`src/commit_defines.svh`:
```
// commit stage widths and port count shared by packages and RTL
`ifndef COMMIT_DEFINES_SVH
`define COMMIT_DEFINES_SVH

// --------------------
// datapath widths
// --------------------
// integer / FP register data width
`define XLEN 32
// program counter width
`define VLEN 32

// --------------------
// commit configuration
// --------------------
// instructions retired per cycle at most
`define NR_COMMIT_PORTS 2
// scoreboard tag width
`define TRANS_ID_BITS 3
// register file address width
`define REG_ADDR_BITS 5
// fflags field, low bits of an FPU cause
`define FFLAGS_BITS 5
// retired instruction counter
`define INSTRET_BITS 64

`endif

```
`src/riscv_pkg.sv`:
```
// architectural types seen by the commit stage: exception record and CSR operation
`include "commit_defines.svh"

package riscv_pkg;

  // --------------------
  // exceptions
  // --------------------
  // cause field spans the whole register, interrupt bit included
  localparam int unsigned CauseWidth = `XLEN;

  typedef logic [CauseWidth-1:0] cause_t;

  // trap record carried down the pipeline
  typedef struct packed {
    logic               valid;
    cause_t             cause;
    logic [`XLEN-1:0]   tval;
  } exception_t;

  // --------------------
  // CSR file access
  // --------------------
  // CSR_NOP leaves the CSR file untouched
  typedef enum logic [2:0] {
    CSR_NOP   = 3'd0,
    CSR_WRITE = 3'd1,
    CSR_SET   = 3'd2,
    CSR_CLEAR = 3'd3,
    CSR_READ  = 3'd4
  } csr_op_t;

endpackage

```
`src/commit_pkg.sv`:
```
// scoreboard types: functional unit, operation code and scoreboard entry
`include "commit_defines.svh"

package commit_pkg;
  import riscv_pkg::*;

  // --------------------
  // functional units
  // --------------------
  typedef enum logic [2:0] {
    NONE, ALU, LOAD, STORE, CTRL_FLOW, MULT, CSR, FPU
  } fu_t;

  // --------------------
  // operation codes
  // --------------------
  // only the encodings commit cares about are spelled out
  typedef enum logic [4:0] {
    ADD, SUB, ANDL, ORL, XORL, SLL, SRL,
    LW, SW, JAL, BEQ, MUL, DIV,
    // CSR accesses, mapped onto csr_op_t at commit
    CSRRW, CSRRS, CSRRC, CSRR,
    // memory ordering
    FENCE, FENCE_I,
    // FP ops with an FP destination
    FADD, FMUL, FMADD, FMV_W_X
  } fu_op_t;

  // one scoreboard slot as presented at the head
  typedef struct packed {
    logic                       valid;
    logic [`VLEN-1:0]           pc;
    logic [`TRANS_ID_BITS-1:0]  trans_id;
    fu_t                        fu;
    fu_op_t                     op;
    logic [`REG_ADDR_BITS-1:0]  rd;
    logic [`XLEN-1:0]           result;
    exception_t                 ex;
    // destination sits in the FP register file
    logic                       rd_is_fpr;
  } scoreboard_entry_t;

endpackage

```
`src/commit_if.sv`:
```
// per-port decoded commit request and writeback control bundles
`timescale 1ns/1ps
`include "commit_defines.svh"

interface commit_port_if import commit_pkg::*; ();
  logic              req_valid;
  logic              drop;
  scoreboard_entry_t entry;
  // classification of the head entry
  logic              is_store;
  logic              is_csr;
  logic              is_fence;
  logic              is_fence_i;
  logic              is_fpu;
  logic              writes_fpr;
  logic              has_ex;
  // unit may retire on the second port
  logic              dual_ok;

  modport dec (output req_valid, drop, entry, is_store, is_csr, is_fence, is_fence_i,
               is_fpu, writes_fpr, has_ex, dual_ok);
  modport ctrl (input req_valid, drop, entry, is_store, is_csr, is_fence, is_fence_i,
                is_fpu, writes_fpr, has_ex, dual_ok);
  modport exc (input drop, entry);
  modport wb (input req_valid, entry, is_csr, is_fpu, writes_fpr, has_ex);
endinterface

interface commit_wb_if ();
  logic [`NR_COMMIT_PORTS-1:0] ack;
  logic [`NR_COMMIT_PORTS-1:0] we_gpr;
  logic [`NR_COMMIT_PORTS-1:0] we_fpr;
  logic [`NR_COMMIT_PORTS-1:0] fflags_we;
  // port 0 writes back the CSR read value
  logic                        use_csr_rdata;

  modport ctrl (output ack, we_gpr, we_fpr, fflags_we, use_csr_rdata);
  modport wb (input ack, we_gpr, we_fpr, fflags_we, use_csr_rdata);
endinterface

```
`src/commit_decode.sv`:
```
// commit decode: classifies one scoreboard head entry into commit flags
`timescale 1ns/1ps

module commit_decode
  import commit_pkg::*;
(
  input  scoreboard_entry_t commit_instr_i,
  input  logic              commit_drop_i,
  input  logic              halt_i,
  commit_port_if.dec        port_o
);

  // --------------------
  // request
  // --------------------
  // a halt hides the entry from every commit decision
  assign port_o.req_valid = commit_instr_i.valid & ~halt_i;
  assign port_o.drop      = commit_drop_i;
  assign port_o.entry     = commit_instr_i;

  // --------------------
  // classification
  // --------------------
  assign port_o.is_store   = (commit_instr_i.fu == STORE);
  assign port_o.is_csr     = (commit_instr_i.fu == CSR);
  assign port_o.is_fpu     = (commit_instr_i.fu == FPU);
  // fences are told apart by opcode, not by unit
  assign port_o.is_fence   = (commit_instr_i.op == FENCE);
  assign port_o.is_fence_i = (commit_instr_i.op == FENCE_I);
  assign port_o.writes_fpr = commit_instr_i.rd_is_fpr;
  assign port_o.has_ex     = commit_instr_i.ex.valid;

  // simple units without side effects beyond the register file
  assign port_o.dual_ok = commit_instr_i.fu inside {ALU, LOAD, CTRL_FLOW, MULT, FPU};

endmodule

```
`src/commit_ctrl.sv`:
```
// commit control: acks, register write enables, LSU/CSR commit and fence requests
`timescale 1ns/1ps

module commit_ctrl
  import riscv_pkg::*;
  import commit_pkg::*;
(
  commit_port_if.ctrl port0_i,
  commit_port_if.ctrl port1_i,
  input  logic        single_step_i,
  input  logic        commit_lsu_ready_i,
  input  logic        no_st_pending_i,
  input  logic        csr_exc_valid_i,
  output logic        commit_lsu_o,
  output logic        commit_csr_o,
  output logic        fence_o,
  output logic        fence_i_o,
  output csr_op_t     csr_op_o,
  commit_wb_if.ctrl   ctrl_o
);

  logic ack0;
  logic ack1;
  // port 0 holds a valid entry without its own exception
  logic clean0;
  logic keep0;

  assign clean0 = port0_i.req_valid & ~port0_i.has_ex;
  assign keep0  = clean0 & ~port0_i.drop;

  // --------------------
  // port 0
  // --------------------
  always_comb begin
    ack0 = 1'b0;
    if (port0_i.req_valid) begin
      if (port0_i.has_ex) begin
        // faulting entry leaves only when it is thrown away
        ack0 = port0_i.drop;
      end else begin
        ack0 = 1'b1;
        // store buffer full
        if (port0_i.is_store && !commit_lsu_ready_i)
          ack0 = 1'b0;
        // CSR file raised a trap on this access
        if (port0_i.is_csr && !port0_i.drop && csr_exc_valid_i)
          ack0 = 1'b0;
        // drain the store buffer before any fence
        if ((port0_i.is_fence || port0_i.is_fence_i) && !port0_i.drop && !no_st_pending_i)
          ack0 = 1'b0;
      end
    end
  end

  // store goes to the store buffer once the LSU takes it
  assign commit_lsu_o = clean0 & port0_i.is_store & commit_lsu_ready_i;
  assign commit_csr_o = keep0 & port0_i.is_csr & ~csr_exc_valid_i;
  assign fence_o      = keep0 & port0_i.is_fence & no_st_pending_i;
  assign fence_i_o    = keep0 & port0_i.is_fence_i & no_st_pending_i;

  // scoreboard op to CSR file op, NOP when nothing CSR is at the head
  always_comb begin
    csr_op_o = CSR_NOP;
    if (clean0 && port0_i.is_csr) begin
      case (port0_i.entry.op)
        CSRRW:   csr_op_o = CSR_WRITE;
        CSRRS:   csr_op_o = CSR_SET;
        CSRRC:   csr_op_o = CSR_CLEAR;
        CSRR:    csr_op_o = CSR_READ;
        default: csr_op_o = CSR_NOP;
      endcase
    end
  end

  // --------------------
  // port 1
  // --------------------
  // rides along with port 0, never behind a CSR access or in debug stepping
  assign ack1 = ack0 & port1_i.req_valid & ~port0_i.is_csr & ~single_step_i
              & ~port1_i.has_ex & port1_i.dual_ok;

  // --------------------
  // writeback control
  // --------------------
  assign ctrl_o.ack = {ack1, ack0};

  // dropped or faulting entries never touch the register files
  assign ctrl_o.we_gpr[0] = ack0 & keep0 & ~port0_i.writes_fpr;
  assign ctrl_o.we_fpr[0] = ack0 & keep0 & port0_i.writes_fpr;
  assign ctrl_o.we_gpr[1] = ack1 & ~port1_i.drop & ~port1_i.writes_fpr;
  assign ctrl_o.we_fpr[1] = ack1 & ~port1_i.drop & port1_i.writes_fpr;

  // accrued FP flags from retiring FPU ops
  assign ctrl_o.fflags_we[0] = ack0 & keep0 & port0_i.is_fpu;
  assign ctrl_o.fflags_we[1] = ack1 & ~port1_i.drop & port1_i.is_fpu;

  assign ctrl_o.use_csr_rdata = commit_csr_o;

endmodule

```
`src/commit_exception.sv`:
```
// commit exception select: picks the trap taken by the port 0 head entry
`timescale 1ns/1ps

module commit_exception
  import riscv_pkg::*;
(
  commit_port_if.exc port0_i,
  input  exception_t csr_exception_i,
  input  logic       halt_i,
  output exception_t exception_o
);

  always_comb begin
    exception_o = '0;

    // only a live, non-dropped head can trap
    if (port0_i.entry.valid && !port0_i.drop) begin
      // --------------------
      // CSR file trap
      // --------------------
      if (csr_exception_i.valid) begin
        exception_o = csr_exception_i;
        // tval still holds the instruction bits from decode
        exception_o.tval = port0_i.entry.ex.tval;
      end

      // --------------------
      // earlier trap
      // --------------------
      // fetch/decode faults happened first, so they win
      if (port0_i.entry.ex.valid)
        exception_o = port0_i.entry.ex;
    end

    // debug halt takes nothing
    if (halt_i)
      exception_o.valid = 1'b0;
  end

endmodule

```
`src/commit_writeback.sv`:
```
// commit writeback: register write data, FP flags, FP dirty flag and instret counter
`timescale 1ns/1ps
`include "commit_defines.svh"

module commit_writeback (
  input  logic                                             clk_i,
  input  logic                                             rst_i,
  commit_port_if.wb                                        port0_i,
  commit_port_if.wb                                        port1_i,
  commit_wb_if.wb                                          ctrl_i,
  input  logic [`XLEN-1:0]                                 csr_rdata_i,
  output logic [`NR_COMMIT_PORTS-1:0][`REG_ADDR_BITS-1:0]  waddr_o,
  output logic [`NR_COMMIT_PORTS-1:0][`XLEN-1:0]           wdata_o,
  output logic [`NR_COMMIT_PORTS-1:0]                      we_gpr_o,
  output logic [`NR_COMMIT_PORTS-1:0]                      we_fpr_o,
  output logic [`XLEN-1:0]                                 csr_wdata_o,
  output logic                                             csr_write_fflags_o,
  output logic                                             dirty_fp_state_o,
  output logic [`INSTRET_BITS-1:0]                         instret_o
);

  logic [`FFLAGS_BITS-1:0]               fflags;
  logic [$clog2(`NR_COMMIT_PORTS+1)-1:0] ack_cnt;

  // --------------------
  // register writeback
  // --------------------
  assign waddr_o  = {port1_i.entry.rd, port0_i.entry.rd};
  // a committed CSR access returns the old CSR value
  assign wdata_o  = {port1_i.entry.result,
                     ctrl_i.use_csr_rdata ? csr_rdata_i : port0_i.entry.result};
  assign we_gpr_o = ctrl_i.we_gpr;
  assign we_fpr_o = ctrl_i.we_fpr;

  // --------------------
  // CSR write data
  // --------------------
  assign csr_write_fflags_o = |ctrl_i.fflags_we;

  always_comb begin
    fflags = '0;
    // merge flags when both ports retire FPU ops
    if (ctrl_i.fflags_we[0])
      fflags |= port0_i.entry.ex.cause[`FFLAGS_BITS-1:0];
    if (ctrl_i.fflags_we[1])
      fflags |= port1_i.entry.ex.cause[`FFLAGS_BITS-1:0];

    csr_wdata_o = '0;
    if (port0_i.req_valid && !port0_i.has_ex && port0_i.is_csr)
      csr_wdata_o = port0_i.entry.result;
    if (csr_write_fflags_o)
      csr_wdata_o = {{(`XLEN-`FFLAGS_BITS){1'b0}}, fflags};
  end

  // mstatus.FS goes dirty on any retired FP work
  assign dirty_fp_state_o = (ctrl_i.ack[0] & (port0_i.is_fpu | port0_i.writes_fpr))
                          | (ctrl_i.ack[1] & (port1_i.is_fpu | port1_i.writes_fpr));

  // --------------------
  // instret
  // --------------------
  always_comb begin
    ack_cnt = '0;
    for (int i = 0; i < `NR_COMMIT_PORTS; i++)
      ack_cnt += ctrl_i.ack[i];
  end

  always_ff @(posedge clk_i) begin
    if (rst_i)
      instret_o <= '0;
    else
      instret_o <= instret_o + `INSTRET_BITS'(ack_cnt);
  end

endmodule

```
`src/commit_stage.sv`:
```
// commit stage top: retires up to two scoreboard head entries per cycle
`timescale 1ns/1ps
`include "commit_defines.svh"

module commit_stage
  import riscv_pkg::*;
  import commit_pkg::*;
(
  input  logic                                             clk_i,
  input  logic                                             rst_i,
  input  logic                                             halt_i,
  input  logic                                             single_step_i,
  // scoreboard head
  input  scoreboard_entry_t [`NR_COMMIT_PORTS-1:0]         commit_instr_i,
  input  logic [`NR_COMMIT_PORTS-1:0]                      commit_drop_i,
  output logic [`NR_COMMIT_PORTS-1:0]                      commit_ack_o,
  // register files
  output logic [`NR_COMMIT_PORTS-1:0][`REG_ADDR_BITS-1:0]  waddr_o,
  output logic [`NR_COMMIT_PORTS-1:0][`XLEN-1:0]           wdata_o,
  output logic [`NR_COMMIT_PORTS-1:0]                      we_gpr_o,
  output logic [`NR_COMMIT_PORTS-1:0]                      we_fpr_o,
  output logic [`VLEN-1:0]                                 pc_o,
  output logic [`TRANS_ID_BITS-1:0]                        commit_tran_id_o,
  // CSR file
  output csr_op_t                                          csr_op_o,
  output logic [`XLEN-1:0]                                 csr_wdata_o,
  output logic                                             csr_write_fflags_o,
  output logic                                             commit_csr_o,
  input  logic [`XLEN-1:0]                                 csr_rdata_i,
  input  exception_t                                       csr_exception_i,
  // load-store unit
  output logic                                             commit_lsu_o,
  input  logic                                             commit_lsu_ready_i,
  input  logic                                             no_st_pending_i,
  // controller
  output logic                                             fence_o,
  output logic                                             fence_i_o,
  output exception_t                                       exception_o,
  output logic                                             dirty_fp_state_o,
  output logic [`INSTRET_BITS-1:0]                         instret_o
);

  commit_port_if port_if [`NR_COMMIT_PORTS] ();
  commit_wb_if   wb_if ();

  // --------------------
  // decode per port
  // --------------------
  for (genvar i = 0; i < `NR_COMMIT_PORTS; i++) begin : gen_decode
    commit_decode i_decode (
      .commit_instr_i (commit_instr_i[i]),
      .commit_drop_i  (commit_drop_i[i]),
      .halt_i         (halt_i),
      .port_o         (port_if[i])
    );
  end

  // --------------------
  // commit decisions
  // --------------------
  commit_ctrl i_ctrl (
    .port0_i            (port_if[0]),
    .port1_i            (port_if[1]),
    .single_step_i      (single_step_i),
    .commit_lsu_ready_i (commit_lsu_ready_i),
    .no_st_pending_i    (no_st_pending_i),
    .csr_exc_valid_i    (csr_exception_i.valid),
    .commit_lsu_o       (commit_lsu_o),
    .commit_csr_o       (commit_csr_o),
    .fence_o            (fence_o),
    .fence_i_o          (fence_i_o),
    .csr_op_o           (csr_op_o),
    .ctrl_o             (wb_if)
  );

  commit_exception i_exception (
    .port0_i         (port_if[0]),
    .csr_exception_i (csr_exception_i),
    .halt_i          (halt_i),
    .exception_o     (exception_o)
  );

  commit_writeback i_writeback (
    .clk_i              (clk_i),
    .rst_i              (rst_i),
    .port0_i            (port_if[0]),
    .port1_i            (port_if[1]),
    .ctrl_i             (wb_if),
    .csr_rdata_i        (csr_rdata_i),
    .waddr_o            (waddr_o),
    .wdata_o            (wdata_o),
    .we_gpr_o           (we_gpr_o),
    .we_fpr_o           (we_fpr_o),
    .csr_wdata_o        (csr_wdata_o),
    .csr_write_fflags_o (csr_write_fflags_o),
    .dirty_fp_state_o   (dirty_fp_state_o),
    .instret_o          (instret_o)
  );

  // head entry identifies the instruction for the frontend and scoreboard
  assign pc_o             = port_if[0].entry.pc;
  assign commit_tran_id_o = port_if[0].entry.trans_id;
  assign commit_ack_o     = wb_if.ack;

endmodule

```
`config.mk`:
```
export PLATFORM = sky130hd
export DESIGN_NAME = commit_stage
export DESIGN_NICKNAME = d
export VERILOG_FILES = /design/src/riscv_pkg.sv /design/src/commit_pkg.sv /design/src/commit_if.sv /design/src/commit_decode.sv /design/src/commit_ctrl.sv /design/src/commit_exception.sv /design/src/commit_writeback.sv /design/src/commit_stage.sv
export VERILOG_INCLUDE_DIRS = /design/src
export SDC_FILE = /design/constraint.sdc
export NUM_CORES = 1
export LEC_CHECK = 0
export BUFFER_PORTS_ARGS = -buffer_cell sky130_fd_sc_hd__buf_2
export CAP_MARGIN = 40
export CORE_AREA = 2 2 267 269
export DETAILED_ROUTE_END_ITERATION = 16
export DIE_AREA = 0 0 269 271
export GPL_ROUTABILITY_DRIVEN = 0
export PLACE_DENSITY = 0.35
export SYNTH_ARGS = -nofsm -noshare
export SYNTH_HDL_FRONTEND = slang
export SYNTH_SLANG_ARGS = --single-unit
export TNS_END_PERCENT = 20
```
`constraint.sdc`:
```
create_clock -name clk_i -period 7.6 [get_ports clk_i]
set_input_delay 1.52 -clock clk_i [delete_from_list [all_inputs] [get_ports clk_i]]
set_output_delay 1.52 -clock clk_i [all_outputs]
set_load 0.005 [all_outputs]
```
After elaboration in Yosys (flattened, before gate mapping)
Index checks and enable logic that the tools add are counted.
- $add $sub $neg: 2
- equality and inequality tests: 14
- multiplexer cells: 16
- bitwise gates (word level): 41
- reductions and logical operators: 16
- operator list (kind ; count):
    $mux W65 ; 3
    $mux W32 ; 3
    $add A64 B2 Y64 ; 1
    $and A1 B1 Y1 ; 27
    $eq A3 B3 Y1 const B ; 5
    $eq A5 B4 Y1 const B ; 3
    $eq A5 B5 Y1 const B ; 3
    $pmux W3 S4 ; 1
    $mux W5 ; 2
    $not A1 Y1 ; 10
    $logic_and A1 B1 Y1 ; 9
    $eq A3 B2 Y1 const B ; 2
    $mux W1 ; 6
    $or A5 B5 Y5 ; 1
    $reduce_bool A5 Y1 ; 1
    $logic_not A1 Y1 ; 4
    $eq A3 B1 Y1 const B ; 1
    $mux W3 ; 1
    $or A1 B1 Y1 ; 3
    $add A1 B1 Y2 ; 1
    $reduce_or A2 Y1 ; 1
    $logic_or A1 B1 Y1 ; 1
- bits in registers: 64
- input port bits: 399
- output and inout bits: 285
- word-level logic and storage cells: 90

Depth between registers and ports, before layout
- depth in word-level cells: 16
- depth in mapped cells: 14
- gate-level depth less buffers: 12

By module
Synthesis repeated with hierarchy kept, for this count alone.
- cell total of the unflattened synthesis: 1006
- area total of the unflattened synthesis: 7646.1 um2
- modules (own cells, without submodules) (module ; times used ; cells each ; area each (um2)):
    commit_writeback ; 1 ; 494 ; 4096.4
    commit_decode ; 2 ; 161 ; 1204.9
    commit_exception ; 1 ; 152 ; 877.1
    commit_ctrl ; 1 ; 38 ; 262.8

Least setup slack after synthesis
No wires, ideal clock.
- kind: input -> output
- from: input commit_instr_i[106] (netlist bit)
- to: output we_fpr_o[0]
- arrival: 2.944 ns
- data required time: 6.080 ns
- path slack: 3.136 ns
- stages on the path: 5
- cells stage by stage: or3b_2 o311ai_0 a21oi_1 clkbuf_1 and3_1
- cells in the longest elaborated chain, start to end: 9
- elaborated cells on any way between the ends: 10
- ends and longest elaborated chain (what ; RTL line ; text):
    from (decl) ; commit_stage.sv:14 ; input scoreboard_entry_t [`NR_COMMIT_PORTS-1:0] commit_instr_i,
    $eq A5 B5 Y1, on equally long branches ; commit_decode.sv:28, commit_decode.sv:29 ;
    $logic_or A1 B1 Y1 (*) ; commit_ctrl.sv:49 ; if ((port0_i.is_fence || port0_i.is_fence_i) && !port0_i.drop && !no_st_pending_i)
    $logic_and A1 B1 Y1 (*) (2 in series) ; commit_ctrl.sv:49 ;
    $mux W1 (*) ; commit_ctrl.sv:49 ;
    $mux W1 (*) ; commit_ctrl.sv:37 ; if (port0_i.has_ex) begin
    $mux W1 (*) ; commit_ctrl.sv:36 ; if (port0_i.req_valid) begin
    named net i_ctrl.ack0 ; commit_ctrl.sv:22 ; logic ack0;
    $and A1 B1 Y1 (*) (2 in series) ; commit_ctrl.sv:89 ; assign ctrl_o.we_fpr[0] = ack0 & keep0 & port0_i.writes_fpr;
    to (decl) ; commit_stage.sv:21 ; output logic [`NR_COMMIT_PORTS-1:0] we_fpr_o,
The timed path passes the listed nets; every way through them passes the cells marked *.

Final worst setup path
- from: input commit_instr_i[65] (netlist bit)
- to: output csr_wdata_o[1]
- cells in the longest elaborated chain, start to end: 11
- elaborated cells on any way between the ends: 23
- ends and longest elaborated chain (what ; RTL line ; text):
    $mux W1 ; commit_ctrl.sv:37 ;
    $mux W1 ; commit_ctrl.sv:36 ;
    $and A1 B1 Y1 (3 in series) ; commit_ctrl.sv:79 ; assign ack1 = ack0 & port1_i.req_valid & ~port0_i.is_csr & ~single_step_i
    $and A1 B1 Y1 (2 in series) ; commit_ctrl.sv:80 ; & ~port1_i.has_ex & port1_i.dual_ok;
    $and A1 B1 Y1 (2 in series) ; commit_ctrl.sv:95 ; assign ctrl_o.fflags_we[1] = ack1 & ~port1_i.drop & port1_i.is_fpu;
    $mux W5 / $reduce_or A2 Y1 (equally long branches) ; commit_writeback.sv:45, commit_writeback.sv:38 ;
    $mux W32 (*) ; commit_writeback.sv:51 ; if (csr_write_fflags_o)
    to (decl) ; commit_stage.sv:26 ; output logic [`XLEN-1:0] csr_wdata_o,
Mark *: on every way between the ends. The rest lies on a longest branch, timed or not.

==> impl_metrics.yaml <==
min_path:
  min_delay_src: "i_writeback.instret_o[63]$_SDFF_PP0_"
  whs_path_depth: 2
  min-delay-path-class: "register to register"
  min_to: "i_writeback.instret_o[63]$_SDFF_PP0_"
flow_run:
  drv_cap: 0
timing:
  final_period_minus_worst_setup_slack_ps: 5261
  final.period_utilization: 0.6922
  rsz0062_at_grt: "no"
  timing_worst_slew_pin_value_ps: 917.1
  worst_slack_ps: 2339
  setup_viol_count_final: 0
  fin_worst_hold_slack_ps: 490.4
  final_max_slew_viol_count: 0
  fin_hold_viols: 0
  timing.clock.skew_ps: 5.588
  clock.fmax_mhz: 190.1
  maxSlewHeadroom: 0.3839
  setup-tns-final_ps: 0
clock_tree:
  max-clock-path-buffers: 2
  cts_repair_resize_count: 0
  tritoncts: "done"
  cts-root-buf: "sky130_fd_sc_hd__clkbuf_16"
  cts.htree.levels: 3
  cts_hold_buf: 0
  cts_sinks: 64
  cts_setup_buffers: 0
  cts.reportedPaths.clkPinSlew_ps: 60
  clock_latency_ps: 330
  cts_inserted_buffers: 9
critical_path:
  r2r_start: "i_writeback.instret_o[41]$_SDFF_PP0_"
  path_cells: "buf_2 -> nor3b_1 -> nand2_1 -> nor3_1 -> a22oi_1 -> nand2_1 -> buf_2"
  rr_worst_depth: 5
  r2r_slack_ps: 5140
  r2r_end: "i_writeback.instret_o[63]$_SDFF_PP0_"
  worst-path-max-fanout: 37
  cp.arrival_ps: 3740
  worst_path_largest_cell_delay_ps: 750
  setup.worst_path.class: "input pin to output pin"
  crit_slowest_cell: "sky130_fd_sc_hd__nor3_1"
  critPathLaunchType: "input pin"
  worstSetupEndpointType: "output pin"
  worst_ep_required_ps: 6080
floorplanning:
  die_area_um2: 72900
  floorplan_core_area_um2: 69790
  row_count: 97
  die_height_um: 271
  start_util: 0.07514
  die_width_um: 269
  ioPinCount: 684
synthesis:
  syn-cell-area_um2: 5244
  postSynth.asyncResetShare: 0
  number_of_unique_standard_cell_types_used_by_synthesis: 44
  synth_enable_flop_cells: 0
  total_of_flip_flops_plus_latches_after_synthesis: 64
  ys.warnings.count: 0
  syn-instance-count: 679
  mappedNetlistNets: 1081
  synth-seq-area-share: 0.2443
  ys_dominant_reg_cell: "sky130_fd_sc_hd__dfxtp_1"
  syn_area_per_cell_um2: 7.723
grt:
  grt_busiest_layer: "met2"
  grt_pass1_wl_mm: 53.21
  groute.usage.overall: 0.1069
  grt_use_met2: 0.1926
  grt_overflow_total: 0
  antenna_found_initial: 20
  grt.met3_usage: 0.03513
  grt_pass1_vias: 6123
  grt.met1_usage: 0.1172
  grt_start_max_net_pins: 65
outcome:
  outcome: "complete, no violations"
placement:
  place_worst_setup_slack_ps: 2363
  detailedPlacementHpwl_mm: 36.13
  portBuffers: 398
drt:
  route.detailed.vias_per_inst: 3.278
  detail_route.iter0.violations: 360
  drcViolationCount: 0
  wire_per_inst_um: 21.40
  totalWireLength_mm: 41.38
  route.vias.total: 6339
  detailedRoute.firstPassIterationCount: 5
  ant_nets: 0
final_layout:
  layout-area-overhead-vs-synth_pct: 54.59
  layout-drive-gt1-share: 0.4788
  largest-register: "i_writeback.instret_o"
  final_nets: 1389
  largest_register_ffs: 64
  largest_registers: "i_writeback.instret_o: 64 flops"
pwr:
  power_density_nw_per_um2: 114.8
  worst_ir_drop_vdd_mv: 0.07953
  power_leakage_nw: 3.653
through the flow:
| stage | power (W) | instance area (um^2) | std cells | util |
|---|---|---|---|---|
| after floorplan | 0.0004281 | 5244 | 679 | - |
| after global placement | 0.0005152 | 7771 | 1914 | 0.1114 |
| after detailed placement | 0.0005176 | 7801 | 1916 | 0.1118 |
| after CTS | 0.0009508 | 8102 | 1932 | 0.1161 |
| after global routing | 0.0009778 | 8104 | 1933 | 0.1161 |
| final | 0.0009307 | 8107 | 1934 | 0.1162 |
cells by family (layout without fill, tap and decap cells):
| family | Yosys count | count (layout) | share of synthesized area |
|---|---|---|---|
| simple gates | 330 | 330 | 0.3548 |
| flops | 64 | 64 | 0.2443 |
| other cells | 0 | 2 | 0 |
| xor+xnor | 49 | 49 | 0.08184 |
| mux | 32 | 32 | 0.06872 |
| compound gates | 75 | 75 | 0.09330 |
| fa+ha+maj | 3 | 3 | 0.008589 |
| buf+inv | 126 | 439 | 0.1484 |
final cells by class:
type	instances	area, um^2
fillers	8210	61680
inverters	13	48.80
well taps	940	1176
clock buffers	13	260.3
repair buffers	410	2097
diodes	2	5.005
flip-flops and latches	64	1281
clock inverters	3	40.04
multi-input cells	489	3198
worst max-delay path: cells and delay by family:
family          cells  cell delay (ps)
compound gates      1              310
buf+inv             2              490
simple gates        4             1400
cell usage in the layout (no fill, tap or decap), drive strengths merged, types with 2 or more instances in the layout:
cell / synthesis / layout
buf: 87 / 410
nor2: 94 / 94
and2: 64 / 64
dfxtp: 64 / 64
nand4: 40 / 40
a22oi: 37 / 37
nand2: 34 / 34
mux2: 32 / 32
xor2: 30 / 30
nand3: 26 / 26
xnor2: 19 / 19
a21oi: 16 / 16
o21ai: 14 / 14
inv: 13 / 13
clkbuf: 26 / 13
nor4: 13 / 13
or3: 12 / 12
nor3: 10 / 10
nor2b: 10 / 10
and3: 8 / 8
and4: 6 / 6
nor3b: 3 / 3
nand4b: 3 / 3
diode: 0 / 2
nand3b: 2 / 2
o31ai: 2 / 2
or4: 2 / 2
ha: 2 / 2
clkinv: 0 / 2
layer usage:
| metal | routed length (um) | vias to the layer above |
|---|---|---|
| met4 | 1384 | 12 |
| met3 | 4108 | 55 |
| met2 | 20350 | 379 |
| met5 | 70 | - |
| met1 | 15470 | 2992 |
| li1 | - | 2901 |
synth_stat cells (7+ instances only):
master / number / area share
sky130_fd_sc_hd__a21oi_1: 16 / 0.015
sky130_fd_sc_hd__a22oi_1: 37 / 0.053
sky130_fd_sc_hd__and2_1: 64 / 0.076
sky130_fd_sc_hd__and3_1: 8 / 0.0095
sky130_fd_sc_hd__buf_2: 7 / 0.0067
sky130_fd_sc_hd__buf_4: 79 / 0.11
sky130_fd_sc_hd__clkbuf_1: 26 / 0.019
sky130_fd_sc_hd__dfxtp_1: 64 / 0.24
sky130_fd_sc_hd__inv_1: 13 / 0.0093
sky130_fd_sc_hd__mux2_2: 32 / 0.069
sky130_fd_sc_hd__nand2_1: 34 / 0.024
sky130_fd_sc_hd__nand3_1: 25 / 0.024
sky130_fd_sc_hd__nand4_1: 34 / 0.041
sky130_fd_sc_hd__nor2_1: 94 / 0.067
sky130_fd_sc_hd__nor2b_1: 10 / 0.012
sky130_fd_sc_hd__nor3_1: 10 / 0.0095
sky130_fd_sc_hd__o21ai_0: 14 / 0.013
sky130_fd_sc_hd__or3_1: 12 / 0.014
sky130_fd_sc_hd__xnor2_1: 19 / 0.032
sky130_fd_sc_hd__xor2_1: 30 / 0.050
how the worst max path moves through the flow:
stage                        startpoint                                   end  slack (ps)  cells after the start
global route         commit_instr_i[65]                        csr_wdata_o[1]        2220                      7
CTS                  commit_instr_i[65]                        csr_wdata_o[1]        2390                      7
global placement    commit_instr_i[106]                        csr_wdata_o[1]        2400                      7
floorplan           commit_instr_i[106]                           we_fpr_o[0]        3140                      5
detailed placement   commit_instr_i[65]  i_writeback.instret_o[62]$_SDFF_PP0_        2360                     14
finish               commit_instr_i[65]                        csr_wdata_o[1]        2340                      7
report_power, final:
group	total [W]	switching, W	leakage, nW	internal, W
registers	0.000337	0.000000635	0.515	0.000336
clock network	0.000424	0.000153	0.150	0.000271
logic	0.000170	0.0000951	2.99	0.0000747
total	0.000931	0.000249	3.65	0.000682
(Power assumes the default switching activity.)
